**src/loopIsaPkg.sv**
```systemverilog
package loopIsaPkg;

    // instruction byte, also carries immediates and jump targets
    typedef logic [7:0] insT;

    // high nibble of the instruction
    typedef logic [3:0] opcodeT;

    // low nibble, lane number for JMP, LIMIT and INC
    typedef logic [3:0] subCodeT;

    localparam opcodeT OpNoop    = 4'd0;
    localparam opcodeT OpJmp     = 4'd1;
    localparam opcodeT OpLimit   = 4'd4;   // limit comes from the next ROM byte
    localparam opcodeT OpReset   = 4'd7;
    localparam opcodeT OpInc     = 4'd10;
    localparam opcodeT OpEnd     = 4'd12;
    localparam opcodeT OpChkIdle = 4'd13;

    // RESET sub-codes, counters only
    localparam subCodeT RstAll = 4'd0;
    localparam subCodeT RstN   = 4'd1;
    localparam subCodeT RstK   = 4'd2;
    localparam subCodeT RstM   = 4'd3;

    // sequencer states
    typedef enum logic [2:0] {
        SStart,     // first fetch after reset
        SWaitIns,   // instruction read in flight
        SDecode,
        SWaitImm,   // LIMIT immediate read in flight
        SCmpWait,   // resolver registers the zero flag
        SZeroChk,
        SWaitTgt,   // jump target read in flight
        SDone
    } seqStateT;

endpackage

```
**src/loopDataPkg.sv**
```systemverilog
package loopDataPkg;

    // loop nests M, K and N
    localparam int NumLanes = 3;

    // lane index, also the compare select
    typedef logic [1:0] laneIdxT;

    localparam laneIdxT LaneM = 2'd0;   // outer nest, its exhaustion ends the core
    localparam laneIdxT LaneK = 2'd1;
    localparam laneIdxT LaneN = 2'd2;

    // program counter into the instruction ROM
    typedef logic [7:0] pcT;

    // loop count and limit
    typedef logic [7:0] countT;

endpackage

```
**src/laneCtrlIf.sv**
```systemverilog
`timescale 1ns/1ps

interface laneCtrlIf
    import loopDataPkg::*;
();

    logic  incr;        // count + 1
    logic  clear;       // count back to 0, wins over incr
    logic  loadLimit;
    countT limitValue;
    logic  atLimit;     // count equals limit

    modport seq (
        output incr,
        output clear,
        output loadLimit,
        output limitValue
    );

    modport lane (
        input  incr,
        input  clear,
        input  loadLimit,
        input  limitValue,
        output atLimit
    );

    modport mon (input atLimit);

endinterface

```
**src/loopCounterLane.sv**
```systemverilog
`timescale 1ns/1ps

module loopCounterLane
    import loopDataPkg::*;
(
    input  logic    Clk,
    input  logic    arstN,
    laneCtrlIf.lane ctrl
);

    countT limit;
    countT count;

    always_ff @(posedge Clk or negedge arstN) begin
        if (!arstN) begin
            limit <= '0;
            count <= '0;
        end else begin
            if (ctrl.clear) begin
                count <= '0;
            end else if (ctrl.incr) begin
                count <= count + 1'b1;   // wraps at 8 bits
            end
            if (ctrl.loadLimit) begin
                limit <= ctrl.limitValue;
            end
        end
    end

    // nest exhausted
    assign ctrl.atLimit = (count == limit);

endmodule

```
**src/zeroResolver.sv**
```systemverilog
`timescale 1ns/1ps

module zeroResolver
    import loopDataPkg::*;
(
    input  logic    Clk,
    input  logic    arstN,
    laneCtrlIf.mon  lanes [NumLanes],
    input  logic    cmpValid,
    input  laneIdxT cmpLane,
    output logic    zero
);

    logic [NumLanes-1:0] atLimitV;

    for (genvar g = 0; g < NumLanes; g++) begin : laneTap
        assign atLimitV[g] = lanes[g].atLimit;
    end

    // flag holds until the next compare
    always_ff @(posedge Clk or negedge arstN) begin
        if (!arstN) begin
            zero <= 1'b0;
        end else if (cmpValid) begin
            if (int'(cmpLane) < NumLanes) begin
                zero <= atLimitV[cmpLane];
            end else begin
                zero <= 1'b0;   // no such lane, never exhausted
            end
        end
    end

endmodule

```
**src/controlSequencer.sv**
```systemverilog
`timescale 1ns/1ps

module controlSequencer
    import loopIsaPkg::*, loopDataPkg::*;
(
    input  logic    Clk,
    input  logic    arstN,
    output logic    iromRead,
    output pcT      pc,
    input  logic    iromValid,
    input  insT     iromData,
    laneCtrlIf.seq  lanes [NumLanes],
    output logic    cmpValid,
    output laneIdxT cmpLane,
    input  logic    zero,
    output logic    coreDone
);

    seqStateT            state;
    insT                 insQ;        // current instruction
    countT               limitQ;      // immediate for LIMIT
    opcodeT              opcode;
    subCodeT             subCode;
    logic [NumLanes-1:0] laneSel;     // lane named by the sub-code
    logic [NumLanes-1:0] rstSel;      // lanes cleared by RESET
    logic                endOnZero;
    logic [NumLanes-1:0] incrQ;
    logic [NumLanes-1:0] clearQ;
    logic [NumLanes-1:0] loadQ;

    assign opcode  = opcodeT'(insQ[7:4]);
    assign subCode = subCodeT'(insQ[3:0]);

    // exhausted M means the work is done
    assign endOnZero = (opcode == OpChkIdle) || (subCode == subCodeT'(LaneM));

    always_comb begin
        laneSel = '0;
        for (int i = 0; i < NumLanes; i++) begin
            if (subCode == subCodeT'(i)) begin
                laneSel[i] = 1'b1;
            end
        end
    end

    always_comb begin
        rstSel = '0;
        case (subCode)
            RstAll:  rstSel = '1;
            RstN:    rstSel[LaneN] = 1'b1;
            RstK:    rstSel[LaneK] = 1'b1;
            RstM:    rstSel[LaneM] = 1'b1;
            default: rstSel = '0;
        endcase
    end

    always_ff @(posedge Clk or negedge arstN) begin
        if (!arstN) begin
            state    <= SStart;
            pc       <= '0;
            iromRead <= 1'b0;
            cmpValid <= 1'b0;
            cmpLane  <= '0;
            coreDone <= 1'b0;
            incrQ    <= '0;
            clearQ   <= '0;
            loadQ    <= '0;
        end else begin
            // all strobes are one-cycle pulses
            iromRead <= 1'b0;
            cmpValid <= 1'b0;
            incrQ    <= '0;
            clearQ   <= '0;
            loadQ    <= '0;
            case (state)
                SStart: begin
                    iromRead <= 1'b1;
                    state    <= SWaitIns;
                end
                SWaitIns: begin
                    if (iromValid) begin
                        pc    <= pc + 1'b1;
                        state <= SDecode;
                    end
                end
                SDecode: begin
                    state <= SWaitIns;
                    case (opcode)
                        OpNoop:  iromRead <= 1'b1;
                        OpReset: begin
                            clearQ   <= rstSel;
                            iromRead <= 1'b1;
                        end
                        OpInc: begin
                            incrQ    <= laneSel;
                            iromRead <= 1'b1;
                        end
                        OpLimit: begin
                            iromRead <= 1'b1;   // pc already on the immediate
                            state    <= SWaitImm;
                        end
                        OpJmp: begin
                            cmpValid <= 1'b1;
                            cmpLane  <= laneIdxT'(subCode);
                            state    <= SCmpWait;
                        end
                        OpChkIdle: begin
                            cmpValid <= 1'b1;
                            cmpLane  <= LaneM;
                            state    <= SCmpWait;
                        end
                        OpEnd: begin
                            coreDone <= 1'b1;
                            state    <= SDone;
                        end
                        default: iromRead <= 1'b1;   // undefined codes act as NOOP
                    endcase
                end
                SWaitImm: begin
                    if (iromValid) begin
                        loadQ    <= laneSel;
                        pc       <= pc + 1'b1;
                        iromRead <= 1'b1;
                        state    <= SWaitIns;
                    end
                end
                SCmpWait: state <= SZeroChk;
                SZeroChk: begin
                    iromRead <= 1'b1;
                    state    <= SWaitIns;
                    if (zero && endOnZero) begin
                        iromRead <= 1'b0;
                        coreDone <= 1'b1;
                        state    <= SDone;
                    end else if (zero) begin
                        pc <= pc + 1'b1;          // step over the target byte
                    end else if (opcode == OpJmp) begin
                        state <= SWaitTgt;        // read the target at pc
                    end
                end
                SWaitTgt: begin
                    if (iromValid) begin
                        pc       <= pcT'(iromData);
                        iromRead <= 1'b1;
                        state    <= SWaitIns;
                    end
                end
                SDone:   coreDone <= 1'b1;    // held until reset
                default: state <= SStart;
            endcase
        end
    end

    // instruction and immediate bytes
    always_ff @(posedge Clk) begin
        if (state == SWaitIns && iromValid) begin
            insQ <= iromData;
        end
        if (state == SWaitImm && iromValid) begin
            limitQ <= countT'(iromData);
        end
    end

    for (genvar g = 0; g < NumLanes; g++) begin : laneDrive
        assign lanes[g].incr       = incrQ[g];
        assign lanes[g].clear      = clearQ[g];
        assign lanes[g].loadLimit  = loadQ[g];
        assign lanes[g].limitValue = limitQ;   // shared, only the loaded lane takes it
    end

endmodule

```
**src/loopCore.sv**
```systemverilog
`timescale 1ns/1ps

module loopCore
    import loopIsaPkg::*, loopDataPkg::*;
(
    input  logic Clk,
    input  logic arstN,
    output logic iromRead,
    output pcT   pc,
    input  logic iromValid,
    input  insT  iromData,
    output logic coreDone
);

    logic    cmpValid;
    laneIdxT cmpLane;
    logic    zero;

    // one control bundle per loop nest
    laneCtrlIf laneBus [NumLanes] ();

    controlSequencer seq_i (
        .Clk       (Clk),
        .arstN     (arstN),
        .iromRead  (iromRead),
        .pc        (pc),
        .iromValid (iromValid),
        .iromData  (iromData),
        .lanes     (laneBus),
        .cmpValid  (cmpValid),
        .cmpLane   (cmpLane),
        .zero      (zero),
        .coreDone  (coreDone)
    );

    for (genvar g = 0; g < NumLanes; g++) begin : laneGen
        loopCounterLane lane_i (
            .Clk   (Clk),
            .arstN (arstN),
            .ctrl  (laneBus[g])
        );
    end

    // registered zero flag for JMP and CHK_IDLE
    zeroResolver zeroRes_i (
        .Clk      (Clk),
        .arstN    (arstN),
        .lanes    (laneBus),
        .cmpValid (cmpValid),
        .cmpLane  (cmpLane),
        .zero     (zero)
    );

endmodule

```
**config.mk**
```make
export PLATFORM = sky130hd
export DESIGN_NAME = loopCore
export DESIGN_NICKNAME = d
export VERILOG_FILES = /design/src/loopIsaPkg.sv /design/src/loopDataPkg.sv /design/src/laneCtrlIf.sv /design/src/loopCounterLane.sv /design/src/zeroResolver.sv /design/src/controlSequencer.sv /design/src/loopCore.sv
export SDC_FILE = /design/constraint.sdc
export NUM_CORES = 1
export LEC_CHECK = 0
export ABC_AREA = 1
export BUFFER_PORTS_ARGS = -buffer_cell sky130_fd_sc_hd__buf_2
export CAP_MARGIN = 20
export CORE_AREA = 3 3 104 86
export CTS_BUF_LIST = sky130_fd_sc_hd__clkbuf_2 sky130_fd_sc_hd__clkbuf_4 sky130_fd_sc_hd__clkbuf_8
export CTS_CLUSTER_SIZE = 14
export DETAILED_ROUTE_END_ITERATION = 12
export DIE_AREA = 0 0 107 89
export PLACE_DENSITY = 0.71
export SYNTH_ARGS = -nofsm -noshare
export SYNTH_HDL_FRONTEND = slang
export SYNTH_SLANG_ARGS = --single-unit
```
**constraint.sdc**
```tcl
create_clock -name Clk -period 1.8 [get_ports Clk]
set_clock_uncertainty 0.15 [all_clocks]
set_input_delay 0.27 -clock Clk [delete_from_list [all_inputs] [get_ports Clk]]
set_output_delay 0.27 -clock Clk [all_outputs]
set_load 0.005 [all_outputs]
```
* Yosys cells after proc, flatten, opt, wreduce, memory -nomap -nowiden
Index checks and enable logic that the tools add are counted.
Storage, ports and cells: bits in registers 90, word-level logic and storage cells 118, input bits 11, output and inout bits 10
Cells by class: $add $sub $neg 4, equal/unequal tests 27, multiplexer cells 43, $lt $le $gt $ge 2, reduce and logical (&&, ||, !) cells 24
Operators with widths (count):
- $mux 8 | 10
- $mux 3 | 11
- $add 8x1->8 const B | 4
- $eq 8x8->1 | 3
- $pmux 8 s3 | 1
- $pmux 3 s6 | 1
- $mux 1 | 15
- $eq 3x3->1 const B | 4
- $eq 4x4->1 const B | 3
- $reduce_or 2->1 | 6
- $pmux 3 s3 | 1
- $eq 4x1->1 const B | 2
- $eq 4x2->1 const B | 2
- $eq 4x3->1 const B | 2
- $ne 2x1->1 const B | 4
- $ne 2x2->1 const B | 4
- $reduce_bool 2->1 | 4
- $eq 3x2->1 const B | 2
- $reduce_and 3->1 | 2
- $reduce_bool 3->1 | 2
- $reduce_bool 6->1 | 1
- $reduce_and 5->1 | 1
- $logic_not 4->1 | 1
- $pmux 1 s4 | 1
- other kinds (11) | 13

* Logic depth before layout (Yosys ltp)
depth after elaboration 5, depth in mapped cells 11, mapped depth without buffers 10

* Modules after synthesis
From an unflattened synthesis, not the netlist that was laid out.
Second synthesis, totals: cell total of the unflattened synthesis 518, area total of the unflattened synthesis 4684.5 sq um
Modules (own cells, without submodules):
- loopCounterLane | cells an instance 90, area an instance 849.6 sq um, instances 3
- controlSequencer | cells an instance 236, area an instance 2067.0 sq um, instances 1
- zeroResolver | cells an instance 12, area an instance 68.8 sq um, instances 1

* Worst setup path before layout
Ideal clock, no wire load.
path type reg-to-reg, start reg seq_i.state[2], end reg seq_i.limitQ[0], in the netlist seq_i.lanes[0].limitValue[0] (enable), period minus slack after synthesis 1.584 ns, setup slack 0.216 ns, cell stages (with the launch flop) 4, required time 1.276 ns, library setup time 0.374 ns, arrival time 1.061 ns, buffers on the path 0, path through dfrtp_1 > inv_2 > nand3_2 > nor2_1
Between the ends: cells in the longest elaborated chain, start to end 2
Ends and longest elaborated chain:
- from (decl) | RTL line controlSequencer.sv:19 | seqStateT state;
- from (signal assigned) | RTL line controlSequencer.sv:59 | state <= SStart;
- from (signal assigned) | RTL line controlSequencer.sv:78 | state <= SWaitIns;
- from (signal assigned) | RTL line controlSequencer.sv:83 | state <= SDecode;
- $eq 3x2->1 | RTL line controlSequencer.sv:159 | if (state == SWaitImm && iromValid) begin
- $logic_and 1x1->1 | RTL line controlSequencer.sv:159
- to (signal assigned) | RTL line controlSequencer.sv:160 | limitQ <= countT'(iromData);
- to (decl) | RTL line controlSequencer.sv:21 | countT limitQ;
Every way passes these cells. A chain may end at the register's enable or synchronous reset.

* Final worst setup path
start reg seq_i.state[2], end reg seq_i.pc[6]
Between the ends: cells in the longest elaborated chain, start to end 4
Ends and longest elaborated chain:
- $eq 3x2->1 / $eq 3x1->1 (equally long branches) | RTL line controlSequencer.sv:75 | case (state)
- $reduce_or 2->1 (no line)
- $ne 2x1->1 (no line) / $reduce_bool 3->1 (equally long branches)
- $reduce_and 5->1 (no line)
- to (signal assigned) | RTL line controlSequencer.sv:82 | pc <= pc + 1'b1;
- to (signal assigned) | RTL line controlSequencer.sv:122 | pc <= pc + 1'b1;
- to (signal assigned) | RTL line controlSequencer.sv:136 | pc <= pc + 1'b1;
- to (decl) | RTL line controlSequencer.sv:9 | output pcT pc,
Parallel ways exist; a longest one is shown, timed or not.

==> qor.csv <==
metric,value,unit
synth.lib_cells_used.distinct,35,
cts-root-to-sink-buffers,2,
final_common_cell,sky130_fd_sc_hd__nand2_1,
report.power.total,6160,uW
total_routed_length,9080,um
setup_violations,0,
initial_antenna_violation_count,0,
synth-seq-cells,90,
port_buffers,20,
final_antenna_net_count,0,
max-vdd-ir-drop,0.000803,V
initial_utilization,54.8,%
wire_per_inst,13.7,um
rr_endpoint,seq_i.pc[6]$_DFFE_PN0P_,
std_cell_rows,29,
final-max-slew-violation-count,0,
first_iter_violations,128,
vias,3404,
clock-sinks,90,
n_antenna_cell,0,
flow.area_growth_from_synthesis,12.7,%
hold-path-endpoint,seq_i.iromRead$_DFF_PN0_,
ys_async_sr_fraction,82.2,%
place_worst_setup_slack,0.127,ns
crit-reg2reg-launch,seq_i.state[2]$_DFFE_PN0P_,
layout_worst_path_cycle_share,92.6,%
whs_path_depth,3,
core-area,7950,sq um
timing.critical_path.fanout_max,10,
rsz0062_at_grt,yes,
die-height,89,um
cts_tree,done,
finalHoldViolations,0,
min_path_type,in2reg,
power.density,1260,nW/um^2
io_pins,21,
setup.reg_to_reg.worst_slack,0.13,ns
first_global_vias,3313,
count_of_flip_flops_with_a_built_in_enable_after_synthesis,16,
clockRootBuffer,sky130_fd_sc_hd__clkbuf_8,
worst_setup_path_start_kind,flop,
criticalPathCategory,reg2reg,
grt_remaining_overflow,0,
tritoncts.num_buffers,9,
routed_via_density,5.15,
clkSlewWorstSetupHoldPaths,0.10,ns
cts_max_level,3,
post-cts-setup-buffer-count,0,
share_of_post_route_cells_with_drive_strength_above_1,15.2,%
final_cells,661,
slew_headroom,65.7,%
final_period_minus_worst_setup_slack,1.67,ns
synth_nets,522,
postSynthAreaPerCell,8.58,sq um
timing.reg2reg.worst_path_depth,10,
nFillCells,688,
numPlacedInstances,636,
hp-start,iromValid,
most-common-layout-cells,"127 x sky130_fd_sc_hd__nand2_1, 72 x sky130_fd_sc_hd__dfrtp_1, 60 x sky130_fd_sc_hd__inv_1",
finalSetupTns,0,ns
firstDrtPassIters,5,
status,finished clean,
power.static_leakage,0.00229,uW
maxClockFrequency,0.600,GHz
place_congestion,0.963,
critical_path_arrival,1.77,ns
layout.nets,563,
postSynthCellCount,507,
fp.dieArea,9520,sq um
drt_drc_violations_left,0,
seq_area_frac_synth,53.6,%
insertion_delay,0.35,ns
grt_max_degree,39,
critical_path_required,1.91,ns
worst_setup_path_end_kind,flop,
mappedNetlistArea,4350,sq um
worst_slack,0.134,ns
gr_usage_total,21.1,%
die_width,107,um
synth_ff_type,sky130_fd_sc_hd__dfrtp_1,
drv_cap,0,
synth.yosys.warnings,0,
dp_hpwl,6650,um
wire_length_of_the_first_global_routing_pass,15700,um
worstMarginPinSlew,0.515,ns
## layer usage
| layer | track usage (%) | routed length [um] | vias up |
|---|---|---|---|
| li1 | - | - | 1736 |
| met1 | 28.1 | 4480 | 1601 |
| met2 | 35.4 | 4210 | 60 |
| met3 | 4.77 | 311 | 7 |
| met4 | 5.57 | 85 | 0 |
| met5 | 0 | 0 | - |
## layout make-up
| cell class | instances | area, sq um | share of cell area, % |
|---|---|---|---|
| timing repair buffer | 35 | 250 | 5.10 |
| sequential | 90 | 2330 | 47.6 |
| clock inverter | 6 | 41.3 | 0.842 |
| multi-input combinational | 345 | 1750 | 35.6 |
| inverter | 67 | 259 | 5.28 |
| tap | 108 | 135 | 2.75 |
| clock buffer | 10 | 138 | 2.81 |
## cell families (layout without fill, tap and decap cells)
logic type,count (synthesis),after routing,synth area share [%]
AO/OA/AOI/OAI,66,66,8.02
XOR/XNOR,9,9,1.81
adder cells (fa/ha/maj),4,4,1.15
buffers and inverters,72,118,6.50
flip-flops,90,90,53.6
multiplexers,6,6,1.55
AND/OR/NAND/NOR,260,260,27.4
## power by group
| part | leakage [uW] | switching (uW) | total, uW | internal (uW) |
|---|---|---|---|---|
| logic | 0.00108 | 1150 | 1910 | 765 |
| clock network | 0.0000863 | 727 | 1270 | 540 |
| registers | 0.00113 | 409 | 2980 | 2570 |
## flip-flops by register name, summed over array words and instances (netlist names), 3 cells and up
name / count
seq_i.lanes.limitValue: 8
seq_i.incrQ: 3
seq_i.insQ: 8
seq_i.pc: 8
seq_i.state: 3
seq_i.clearQ: 3
laneGen.lane_i.limit: 24
seq_i.loadQ: 3
laneGen.lane_i.count: 24
## synthesized netlist by cell type (all sizes together), types with 5 or more instances
master,n,area (sq um)
nor2,49,204
nor3,16,90.1
o21ai,41,213
nand3,31,178
mux2,6,67.6
nand4,17,106
dfrtp,74,1850
edfxtp,16,480
a21oi,20,100
xnor2,5,43.8
nand2,140,568
inv,67,259
## worst max path at each step
| stage | startpoint | end | slack (ns) |
|---|---|---|---|
| 3_5_place_dp | seq_i.state[1]$_DFFE_PN0P_ | seq_i.clearQ[0]$_DFF_PN0_ | 0.13 |
| 5_1_grt | seq_i.state[2]$_DFFE_PN0P_ | seq_i.pc[6]$_DFFE_PN0P_ | -0.004 |
| 2_1_floorplan | seq_i.state[2]$_DFFE_PN0P_ | seq_i.lanes[0].limitValue[0]$_DFFE_PP_ | 0.22 |
| 6_report | seq_i.state[2]$_DFFE_PN0P_ | seq_i.pc[6]$_DFFE_PN0P_ | 0.13 |
| 3_3_place_gp | seq_i.state[1]$_DFFE_PN0P_ | seq_i.clearQ[0]$_DFF_PN0_ | 0.17 |
| 4_1_cts | seq_i.state[1]$_DFFE_PN0P_ | seq_i.state[2]$_DFFE_PN0P_ | 0.10 |
## per-stage QoR
step                instance area [sq um]  hold WS (ns)  util, %
CTS                                  4890        0.0795     61.6
detailed placement                   4620         0.133     58.2
global route                         4910        0.0838     61.7
global placement                     4620         0.131     58.2
finish                               4910        0.0866     61.7
floorplan                            4350        -0.176        -
## worst max-delay path, stage by stage, from the launching register on
cell	delay (ns)
sky130_fd_sc_hd__dfrtp_1	0.49
sky130_fd_sc_hd__inv_2	0.14
sky130_fd_sc_hd__nand3_2	0.11
sky130_fd_sc_hd__inv_2	0.10
sky130_fd_sc_hd__nor2_4	0.04
sky130_fd_sc_hd__nor2_2	0.16
sky130_fd_sc_hd__nor2_4	0.06
sky130_fd_sc_hd__nand2_4	0.12
sky130_fd_sc_hd__inv_8	0.07
sky130_fd_sc_hd__nand2_2	0.07
sky130_fd_sc_hd__nand2_2	0.04
## timing repair
item / in CTS / in global routing
resized for setup: 0 / 4
endpoints found under the setup margin: 0 / 7
hold buffers: 9 / 0
endpoints found under the hold margin: 51 / 0
Power figures use the tool's default switching activity.
